File: src/common/ipv4_checksum_settings.svh
// Fixed IPv4 header format of 20 bytes with no options
// The sum pipeline depth may be 1, 2 or 3 register stages

`ifndef IPV4_CHECKSUM_SETTINGS_SVH
`define IPV4_CHECKSUM_SETTINGS_SVH

// Expected version field
`define IPV4_VERSION 4

// Expected header length in 32-bit words
`define IPV4_IHL 5

// 16-bit words covered by the checksum
`define IPV4_HDR_WORDS 10

// Register stages inside the ones'-complement adder
`define IPV4_SUM_STAGES 2

`endif

File: src/common/ipv4_checksum_pkg.sv
// Types for 20-byte IPv4 headers in wire order
// Streams have no ready signal so every beat must be accepted

`default_nettype none

package ipv4_checksum_pkg;

    ////////////////////////////////////////////////////////////////////////////
    // Header layout

    // Version sits in the most significant bits
    typedef struct packed {
        logic [3:0]  version;
        logic [3:0]  hdr_len;
        logic [7:0]  tos;
        logic [15:0] length;
        logic [15:0] id;
        logic [2:0]  flags;
        logic [12:0] offset;
        logic [7:0]  ttl;
        logic [7:0]  protocol;
        logic [15:0] hdr_chk;
        logic [31:0] src;
        logic [31:0] dst;
    } ipv4_header_t;

    ////////////////////////////////////////////////////////////////////////////
    // Stream items

    // One header transfer
    typedef struct packed {
        logic         valid;
        ipv4_header_t hdr;
    } ipv4_hdr_beat_t;

    // One receive path verdict
    typedef struct packed {
        logic valid;
        logic checksum_ok;
        logic format_ok;
    } ipv4_check_t;

endpackage

`default_nettype wire

File: src/design/ipv4_checksum_gen.sv
// Incoming hdr_chk is ignored and replaced by the computed checksum
// Latency is IPV4_SUM_STAGES + 1 cycles with one header accepted per clock

`default_nettype none

`include "ipv4_checksum_settings.svh"

module ipv4_checksum_gen
    import ipv4_checksum_pkg::*;
(
    input  wire logic            clk,
    input  wire logic            rst_n,
    input  wire ipv4_hdr_beat_t  hdr_in,
    output ipv4_hdr_beat_t       hdr_out
);

    localparam int STAGES = `IPV4_SUM_STAGES;

    logic           sum_valid;
    logic [15:0]    sum;
    ipv4_header_t   hdr_dly [STAGES];
    logic           out_valid;
    ipv4_header_t   out_hdr;

    ////////////////////////////////////////////////////////////////////////////
    // Sum over the header with the checksum field masked

    ipv4_header_sum sum0 (
        .clk       (clk),
        .rst_n     (rst_n),
        .in_valid  (hdr_in.valid),
        .header    (hdr_in.hdr),
        .mask_chk  (1'b1),
        .sum_valid (sum_valid),
        .sum       (sum)
    );

    ////////////////////////////////////////////////////////////////////////////
    // Header delay line

    // Same depth as the sum pipeline so each header meets its own sum
    always_ff @(posedge clk) begin
        hdr_dly[0] <= hdr_in.hdr;
        for (int i = 1; i < STAGES; i++) begin
            hdr_dly[i] <= hdr_dly[i-1];
        end
    end

    ////////////////////////////////////////////////////////////////////////////
    // Output register

    always_ff @(posedge clk) begin
        if (!rst_n) begin
            out_valid <= 1'b0;
        end else begin
            out_valid <= sum_valid;
        end
    end

    // Checksum is the complement of the ones'-complement sum
    always_ff @(posedge clk) begin
        out_hdr         <= hdr_dly[STAGES-1];
        out_hdr.hdr_chk <= ~sum;
    end

    assign hdr_out.valid = out_valid;
    assign hdr_out.hdr   = out_hdr;

endmodule

`default_nettype wire

File: src/design/ipv4_checksum_top.sv
// Transmit and receive paths run independently with equal fixed latency
// No back-pressure so both input streams may carry a header every clock

`default_nettype none

module ipv4_checksum_top
    import ipv4_checksum_pkg::*;
(
    input  wire logic            clk,
    input  wire logic            rst_n,

    // Transmit path
    input  wire ipv4_hdr_beat_t  tx_in,
    output ipv4_hdr_beat_t       tx_out,

    // Receive path
    input  wire ipv4_hdr_beat_t  rx_in,
    output ipv4_check_t          rx_result
);

    ////////////////////////////////////////////////////////////////////////////
    // Checksum insertion

    ipv4_checksum_gen gen0 (
        .clk     (clk),
        .rst_n   (rst_n),
        .hdr_in  (tx_in),
        .hdr_out (tx_out)
    );

    ////////////////////////////////////////////////////////////////////////////
    // Checksum and format check

    ipv4_checksum_verify verify0 (
        .clk     (clk),
        .rst_n   (rst_n),
        .hdr_in  (rx_in),
        .result  (rx_result)
    );

endmodule

`default_nettype wire

File: src/design/ipv4_checksum_verify.sv
// Only version 4 with IHL 5 counts as a valid format and options are not summed
// Latency is IPV4_SUM_STAGES + 1 cycles with one header accepted per clock

`default_nettype none

`include "ipv4_checksum_settings.svh"

module ipv4_checksum_verify
    import ipv4_checksum_pkg::*;
(
    input  wire logic            clk,
    input  wire logic            rst_n,
    input  wire ipv4_hdr_beat_t  hdr_in,
    output ipv4_check_t          result
);

    localparam int STAGES = `IPV4_SUM_STAGES;

    logic               sum_valid;
    logic [15:0]        sum;
    logic               fmt_in;
    logic [STAGES-1:0]  fmt_dly;
    logic               res_valid;
    logic               res_chk_ok;
    logic               res_fmt_ok;

    ////////////////////////////////////////////////////////////////////////////
    // Sum over all ten words including the received checksum

    ipv4_header_sum sum0 (
        .clk       (clk),
        .rst_n     (rst_n),
        .in_valid  (hdr_in.valid),
        .header    (hdr_in.hdr),
        .mask_chk  (1'b0),
        .sum_valid (sum_valid),
        .sum       (sum)
    );

    ////////////////////////////////////////////////////////////////////////////
    // Format check

    assign fmt_in = (hdr_in.hdr.version == 4'(`IPV4_VERSION)) &&
                    (hdr_in.hdr.hdr_len == 4'(`IPV4_IHL));

    // Delayed to line up with the sum
    always_ff @(posedge clk) begin
        fmt_dly[0] <= fmt_in;
        for (int i = 1; i < STAGES; i++) begin
            fmt_dly[i] <= fmt_dly[i-1];
        end
    end

    ////////////////////////////////////////////////////////////////////////////
    // Result register

    always_ff @(posedge clk) begin
        if (!rst_n) begin
            res_valid <= 1'b0;
        end else begin
            res_valid <= sum_valid;
        end
    end

    // A correct header sums to all ones
    always_ff @(posedge clk) begin
        res_chk_ok <= (sum == 16'hFFFF);
        res_fmt_ok <= fmt_dly[STAGES-1];
    end

    assign result.valid       = res_valid;
    assign result.checksum_ok = res_chk_ok;
    assign result.format_ok   = res_fmt_ok;

endmodule

`default_nettype wire

File: src/design/ipv4_header_sum.sv
// Result is valid IPV4_SUM_STAGES cycles after in_valid and the pipeline never stalls
// Depths of 1 to 3 are supported

`default_nettype none

`include "ipv4_checksum_settings.svh"

module ipv4_header_sum
    import ipv4_checksum_pkg::*;
(
    input  wire logic         clk,
    input  wire logic         rst_n,
    input  wire logic         in_valid,
    input  wire ipv4_header_t header,
    input  wire logic         mask_chk,
    output logic              sum_valid,
    output logic [15:0]       sum
);

    localparam int STAGES = `IPV4_SUM_STAGES;
    localparam int HALF   = `IPV4_HDR_WORDS / 2;

    ipv4_header_t                           hdr_m;
    logic [`IPV4_HDR_WORDS-1:0][15:0]       words;
    logic [19:0]                            part_a;
    logic [19:0]                            part_b;
    logic [19:0]                            part_a_s;
    logic [19:0]                            part_b_s;
    logic [20:0]                            total;
    logic [20:0]                            total_s;
    logic [16:0]                            fold1;
    logic [15:0]                            fold2;
    logic [STAGES-1:0]                      valid_sr;

    ////////////////////////////////////////////////////////////////////////////
    // Word split and partial sums

    // Transmit path zeroes the checksum word before summing
    always_comb begin
        hdr_m = header;
        if (mask_chk) begin
            hdr_m.hdr_chk = '0;
        end
    end

    assign words = hdr_m;

    // Five 16-bit words cannot overflow 20 bits
    always_comb begin
        part_a = '0;
        part_b = '0;
        for (int i = 0; i < HALF; i++) begin
            part_a = part_a + 20'(words[i + HALF]);
            part_b = part_b + 20'(words[i]);
        end
    end

    ////////////////////////////////////////////////////////////////////////////
    // Adder tree split by pipeline depth

    generate
        if (STAGES >= 2) begin : g_part_reg
            always_ff @(posedge clk) begin
                part_a_s <= part_a;
                part_b_s <= part_b;
            end
        end else begin : g_part_comb
            assign part_a_s = part_a;
            assign part_b_s = part_b;
        end
    endgenerate

    assign total = 21'(part_a_s) + 21'(part_b_s);

    generate
        if (STAGES >= 3) begin : g_total_reg
            always_ff @(posedge clk) begin
                total_s <= total;
            end
        end else begin : g_total_comb
            assign total_s = total;
        end
    endgenerate

    // End-around carry folded twice
    assign fold1 = 17'(total_s[15:0]) + 17'(total_s[20:16]);
    assign fold2 = fold1[15:0] + 16'(fold1[16]);

    always_ff @(posedge clk) begin
        sum <= fold2;
    end

    // Valid follows the data through the same number of stages
    always_ff @(posedge clk) begin
        if (!rst_n) begin
            valid_sr <= '0;
        end else begin
            valid_sr[0] <= in_valid;
            for (int i = 1; i < STAGES; i++) begin
                valid_sr[i] <= valid_sr[i-1];
            end
        end
    end

    assign sum_valid = valid_sr[STAGES-1];

endmodule

`default_nettype wire

File: config.mk
export PLATFORM = sky130hd
export DESIGN_NAME = ipv4_checksum_top
export DESIGN_NICKNAME = d
export VERILOG_FILES = /design/src/common/ipv4_checksum_pkg.sv /design/src/design/ipv4_checksum_gen.sv /design/src/design/ipv4_checksum_top.sv /design/src/design/ipv4_checksum_verify.sv /design/src/design/ipv4_header_sum.sv
export VERILOG_INCLUDE_DIRS = /design/src /design/src/common
export SDC_FILE = /design/constraint.sdc
export NUM_CORES = 1
export LEC_CHECK = 0
export ABC_CLOCK_PERIOD_IN_PS = 6400
export BUFFER_PORTS_ARGS = -buffer_cell sky130_fd_sc_hd__buf_2
export CAP_MARGIN = 20
export CORE_MARGIN = 5
export CORE_UTILIZATION = 45
export CTS_BUF_LIST = sky130_fd_sc_hd__clkbuf_16
export DETAILED_ROUTE_END_ITERATION = 8
export GPL_TIMING_DRIVEN = 0
export PLACE_DENSITY = 0.71
export SLEW_MARGIN = 15
export SYNTH_ARGS = -nofsm -noshare
export SYNTH_HDL_FRONTEND = slang
export SYNTH_SLANG_ARGS = --single-unit
File: constraint.sdc
create_clock -name clk -period 6.4 [get_ports clk]
set_clock_uncertainty 0.2 [all_clocks]
set_input_delay 1.28 -clock clk [delete_from_list [all_inputs] [get_ports clk]]
set_output_delay 1.28 -clock clk [all_outputs]
set_load 0.03 [all_outputs]
==> impl_metrics.toml, run 1 <==
[outcome]
status = "completed"

[timing]
finalMaxSlewViolations = 0
fmax_mhz = 159
tightest_slew_ns = 1.02
slew_headroom_pct = 31.0
fin_crit_ns = 6.28
hold_viol_final = 0
rsz0062_at_grt = "true"
fin_crit_sh_pct = 98.1
hold_slack_ns = 0.112
setup_violations = 0

[global_routing]
overflow = 0
grt_max_degree = 18
antenna_found_initial = 6
track_usage_pct = 17.9
grt_pass1_vias = 14200
grt_pass1_wl_um = 72600

[synth]
synth_edf_count = 0
ys_seq_area_share_pct = 53.6
synth_warnings = 0
synthDistinctLibCells = 88
ys_top_cells_by_area = "dfxtp_1 (54%), fa_1 (17%), ha_1 (7.3%)"
async_reset_ff_share_pct = 0
synth_seq_cells = 565
ys.flop_type = "dfxtp_1"
syn_inst = 1614
synth_top_area_share_pct = 53.6
netlist_area_um2 = 21100
postSynthAreaPerCell_um2 = 13.1
yosysTopAreaCell = "dfxtp_1"
synth_nets = 2238

[floorplan]
initial_core_util_pct = 45.4
coreArea_um2 = 46500
die_area_um2 = 51300
io_pins = 488
row_count = 79
die_h_um = 226
dieWidth_um = 226

[clock_network]
cts_buffers = 55
h-tree-depth = 2
cts_sinks = 565
clk_pin_slew_ns = 0.07
tritoncts = "built"
cts_hold_buf = 0
clock_latency_ns = 0.60
cts.path.max_buffers = 3
root_buffer = "clkbuf_16"

[detailed_routing]
drcViolationCount = 0
routed_wl_um = 46600
vias = 13500
ant_nets = 0
firstDrtPassIters = 6
vias_per_cell = 4.78
routedWlPerCell_um = 16.5
drtIter0Drc = 473

[setup_path]
cpMostUsedCell = "ha_4"
critical_path.endpoint_type = "register"
worstPathMaxFanout = 5
cp.arrival_ns = 6.60
cp-start-kind = "register"
required_ns = 6.73
slowest_delay_ns = 0.58
worstSetupPathType = "reg2reg"
cp_slowest_cell = "or4_4"

[finish]
syn2layout_area_growth_pct = 26.1
nets = 2788
drive_above_1_share_pct = 30.2
stdcell_count = 2820

[placement]
place_hpwl_um = 37300
gp_congestion = 0.906
placed_cells = 2692
portBuffers = 471

[pwr]
leakage_nw = 12.0
ir_drop_mv = 0.343
power_density_nw_per_um2 = 580

[min_path]
min_path_type = "reg2reg"

[flow_run]
maxCapViolations = 0
==> timing repair <==
action	4_1_cts	5_1_grt
setup buffers	13	10
resized for setup	27	39
endpoints found under the setup margin	16	12
pin swaps	13	26
==> report_power, final <==
part	switching [mW]	total [mW]	internal (mW)
Combinational	4.48	7.74	3.26
Sequential	0.179	4.33	4.15
Clock	1.40	3.35	1.96
==> worst paths after layout <==
kind	startpoint	end	slack (ns)	cells after the start
worst max-delay path	gen0.sum0.part_b_s[0]$_DFF_P_	gen0.sum0.sum[14]$_DFF_P_	0.12	32
worst min-delay path	gen0.hdr_dly[1][26]$_DFF_P_	gen0.hdr_out[26]$_DFF_P_	0.11	0
worst max register to register	gen0.sum0.part_b_s[0]$_DFF_P_	gen0.sum0.sum[14]$_DFF_P_	0.12	32
worst min register to register	gen0.hdr_dly[1][26]$_DFF_P_	gen0.hdr_out[26]$_DFF_P_	0.11	0
==> state kept, by name, summed over array words and instances (netlist names) <==
register	cells
gen0.hdr_dly	288
gen0.hdr_out	160
gen0.sum0.part_a_s	19
verify0.sum0.part_a_s	19
verify0.sum0.part_b_s	19
gen0.sum0.part_b_s	18
gen0.sum0.sum	16
verify0.sum0.sum	16
gen0.sum0.valid_sr	2
verify0.fmt_dly	2
verify0.sum0.valid_sr	2
gen0.out_valid	1
verify0.res_chk_ok	1
verify0.res_fmt_ok	1
verify0.res_valid	1
==> worst max-delay path: cells and delay by family, from the launching register on <==
family	cells	cell delay, ns
AOI/OAI and AO/OA	6	0.74
DFF	1	0.34
buffers and inverters	2	0.08
and+or+nand+nor	16	3.20
adders and majority gates	6	1.36
xor gates and xnor gates	2	0.27
==> stage by stage <==
step	instance area [um2]	setup TNS [ns]	util, %	setup slack, ns	power, mW
floorplan	21100	0	-	0.163	9.92
global placement	24200	-4.39	52.1	-0.833	11.3
detailed placement	24200	-6.05	52.1	-0.956	11.5
CTS	26300	-0.00129	56.7	-0.00129	15.2
global route	26600	-0.853	57.2	-0.233	16.6
finish	26600	0	57.2	0.123	15.4
==> cells in the mapped netlist (all sizes together) (3+ instances only) <==
cell type and count:
a2111oi 3, a211o 5, a211oi 10, a21boi 7, a21o 16, a21oi 58, a221oi 5, a311oi 5
a32oi 3, and2 18, and3 17, and3b 4, buf 8, dfxtp 565, fa 177, ha 123
inv 92, nand2 47, nand2b 6, nand3 31, nand3b 4, nand4 7, nand4b 3, nor2 73
nor2b 16, nor3 26, nor4 7, o211a 3, o211ai 6, o21a 17, o21ai 43, o21bai 6
o311ai 7, o31ai 12, or2 6, or3 19, or4 5, xnor2 90, xor2 23
==> metal layers <==
metal	routed length (um)	up-vias	track usage (%)
li1	-	6581	-
met1	18900	6411	22.1
met2	23000	415	30.7
met3	3540	70	5.17
met4	1070	4	4.89
met5	30	-	0
==> cell type report <==
type	instances	area [um2]
Fill cell	3795	19900
Sequential cell	565	11300
Multi-Input combinational cell	947	9660
Timing Repair Buffer	494	2530
Clock buffer	55	1380
Tap cell	607	759
Clock inverter	47	527
Inverter	92	345
Buffer	9	72.6
Antenna cell	4	10.0
==> kinds of logic after synthesis <==
kind of cell,share of synthesized area [%]
multiplexers,0.0949
adder cells (fa/ha/maj),24.1
AO/OA/AOI/OAI,7.77
AND/OR/NAND/NOR,7.66
XOR/XNOR,4.69
flip-flops,53.6
buffers and inverters,2.00
==> placed cells by master (no fill, tap or decap), types with 5 or more instances in the layout <==
master,Yosys,final
xor2_1,23,21
clkinv_2,0,8
nand4_1,7,7
a211oi_1,10,9
a21oi_2,1,7
dfxtp_1,565,563
or3_1,18,17
a21oi_1,57,51
fa_1,177,174
bufinv_16,0,9
buf_2,1,472
clkinv_1,0,11
a211o_1,5,5
o211ai_1,6,6
buf_4,4,27
inv_1,92,93
nand2_1,47,46
a21boi_0,7,7
ha_1,123,119
a21o_1,15,15
inv_6,0,6
and3_4,0,5
nor2b_1,15,14
o21bai_1,6,6
o21ai_0,42,39
nand3_1,30,27
nor3_1,23,19
nor2_1,72,71
o31ai_1,10,9
xnor2_1,90,89
nor4_1,5,5
and2_1,18,17
nand2b_1,6,6
clkbuf_16,0,55
and3_1,17,12
o21a_1,17,17
Power figures use the tool's default switching activity.
==> inputs of run 2 (changes only) <==
--- a/config.mk
+++ b/config.mk
@@ -11,7 +11,6 @@
 export CAP_MARGIN = 20
 export CORE_MARGIN = 5
 export CORE_UTILIZATION = 45
-export CTS_BUF_LIST = sky130_fd_sc_hd__clkbuf_16
 export DETAILED_ROUTE_END_ITERATION = 8
 export GPL_TIMING_DRIVEN = 0
 export PLACE_DENSITY = 0.71
==> run 2 against run 1 <==
  * Core utilization rose by 0.24 points
  * Worst setup slack got worse by 0.0074 ns
  * Sequential power barely moved
  * Cell count did not move
  * Clock power rose by 4%
  * Global-route usage barely moved
  * Critical path depth did not move
  * Via count fell by 0.30%
  * First-iteration DRC count rose by 0.85%
  * Critical path type unchanged
  * Largest power group unchanged
==> impl_metrics.toml, run 2 (synthesized netlist as in run 1, its figures left out) <==
[pwr]
power_frac_comb_pct = 49.7
leakage_nw = 12.0
ir_drop_mv = 0.343
p_clk_share_pct = 22.4
power_density_nw_per_um2 = 583
p_seq_share_pct = 27.8
switching_share_pct = 38.9
internal-power_mw = 9.51
switchingPower_mw = 6.06

[clock_network]
root_buffer = "clkbuf_16"
clk_pin_slew_ns = 0.07
cts_sinks = 565
cts_buffers = 55
cts.path.max_buffers = 3
h-tree-depth = 2
cts_hold_buf = 0
clock_latency_ns = 0.61
tritoncts = "built"

[timing]
hold_viol_final = 0
tightest_slew_ns = 1.06
fin_crit_ns = 6.28
rsz0062_at_grt = "true"
fmax_mhz = 159
slew_headroom_pct = 28.3
finalMaxSlewViolations = 0
tns_ns = 0
setup_violations = 0
hold_slack_ns = 0.112
fin_crit_sh_pct = 98.2

[finish]
final_core_util_pct = 57.5
largest_reg_flops = 288
layout_commonest_cell = "dfxtp_1"
nets = 2788
top_register = "gen0.hdr_dly"
drive_above_1_share_pct = 30.7
syn2layout_area_growth_pct = 26.6
mostFrequentLayoutCells = "dfxtp_1 (563), buf_2 (472), fa_1 (174), ha_1 (119), inv_1 (90)"

[detailed_routing]
routedWlPerCell_um = 16.5
drtIter0Drc = 477
drcViolationCount = 0
vias = 13400
vias_per_cell = 4.77
routed_wl_um = 46600
firstDrtPassIters = 5
ant_nets = 0

[placement]
portBuffers = 471
gp_congestion = 0.906
place_hpwl_um = 37300

[floorplan]
io_pins = 488
dieWidth_um = 226
die_area_um2 = 51300
coreArea_um2 = 46500
initial_core_util_pct = 45.4
row_count = 79
die_h_um = 226

[setup_path]
cp_slowest_cell = "or4_4"
slowest_delay_ns = 0.58
required_ns = 6.73
worstSetupPathType = "reg2reg"
cpMostUsedCell = "ha_4"
worstPathMaxFanout = 5
critical-path-top-delay-family = "simple AND/OR/NAND/NOR gates"
cp.arrival_ns = 6.61
cp-start-kind = "register"
crit_buf_inv = 2
critical_path.endpoint_type = "register"

[min_path]
min_path_type = "reg2reg"

[global_routing]
grt_max_degree = 18
track_usage_pct = 17.8
overflow = 0
antenna_found_initial = 6
grt_pass1_vias = 14200
grt_pass1_wl_um = 72600

[outcome]
status = "completed"

[flow_run]
maxCapViolations = 0
## run 2: cell types whose count changed in the layout (fill, tap and decap cells not counted)
cell / change
inv_1: -3
clkbuf_8: +11
clkinv_1: -11
clkbuf_1: +3
## run 2: repair_timing
| action | in CTS | in global routing |
|---|---|---|
| gates resized for setup | 27 | 39 |
| setup buffers | 13 | 10 |
| pin swaps | 13 | 26 |
| endpoints found under the setup margin | 16 | 12 |
## run 2: metal layers
| layer | share of wire [%] | global-route usage (%) | up-vias |
|---|---|---|---|
| met3 | 7.7 | 5.17 | 75 |
| met5 | 0.064 | 0 | - |
| li1 | - | - | 6581 |
| met4 | 2.4 | 4.89 | 4 |
| met2 | 49 | 30.7 | 403 |
| met1 | 41 | 22.1 | 6377 |
## run 2: power groups by stage
stage / sequential (mW) / combinational [mW] / clock, mW
2_1_floorplan: 4.55 / 5.37 / 0
3_3_place_gp: 4.41 / 6.91 / 0
3_5_place_dp: 4.42 / 7.09 / 0
4_1_cts: 4.34 / 7.42 / 3.57
5_1_grt: 4.39 / 8.65 / 3.72
6_report: 4.33 / 7.74 / 3.49
## run 2: path summary, 6_finish.rpt
check	slack [ns]	start	cells past startpoint	to
setup reg to reg	0.12	gen0.sum0.part_b_s[0]$_DFF_P_	32	gen0.sum0.sum[14]$_DFF_P_
hold / removal	0.11	gen0.hdr_dly[0][41]$_DFF_P_	0	gen0.hdr_dly[1][41]$_DFF_P_
hold reg to reg	0.11	gen0.hdr_dly[0][41]$_DFF_P_	0	gen0.hdr_dly[1][41]$_DFF_P_
setup / recovery	0.12	gen0.sum0.part_b_s[0]$_DFF_P_	32	gen0.sum0.sum[14]$_DFF_P_
## run 2: layout make-up
cell class                      instances  area, um2
Buffer                                  9       72.6
Timing Repair Buffer                  494       2530
Sequential cell                       565      11300
Clock inverter                         33        474
Fill cell                            3783      19800
Antenna cell                            4       10.0
Tap cell                              607        759
Multi-Input combinational cell        947       9660
Inverter                               92        345
Clock buffer                           69       1540
## run 2: per-stage QoR
| stage | cells | power [mW] | setup slack [ns] | area [um2] |
|---|---|---|---|---|
| 3_3_place_gp | 2692 | 11.3 | -0.833 | 24200 |
| 2_1_floorplan | 1614 | 9.92 | 0.163 | 21100 |
| 5_1_grt | 2817 | 16.8 | -0.235 | 26700 |
| 6_report | 2820 | 15.6 | 0.116 | 26700 |
| 3_5_place_dp | 2692 | 11.5 | -0.956 | 24200 |
| 4_1_cts | 2806 | 15.3 | -0.00277 | 26400 |
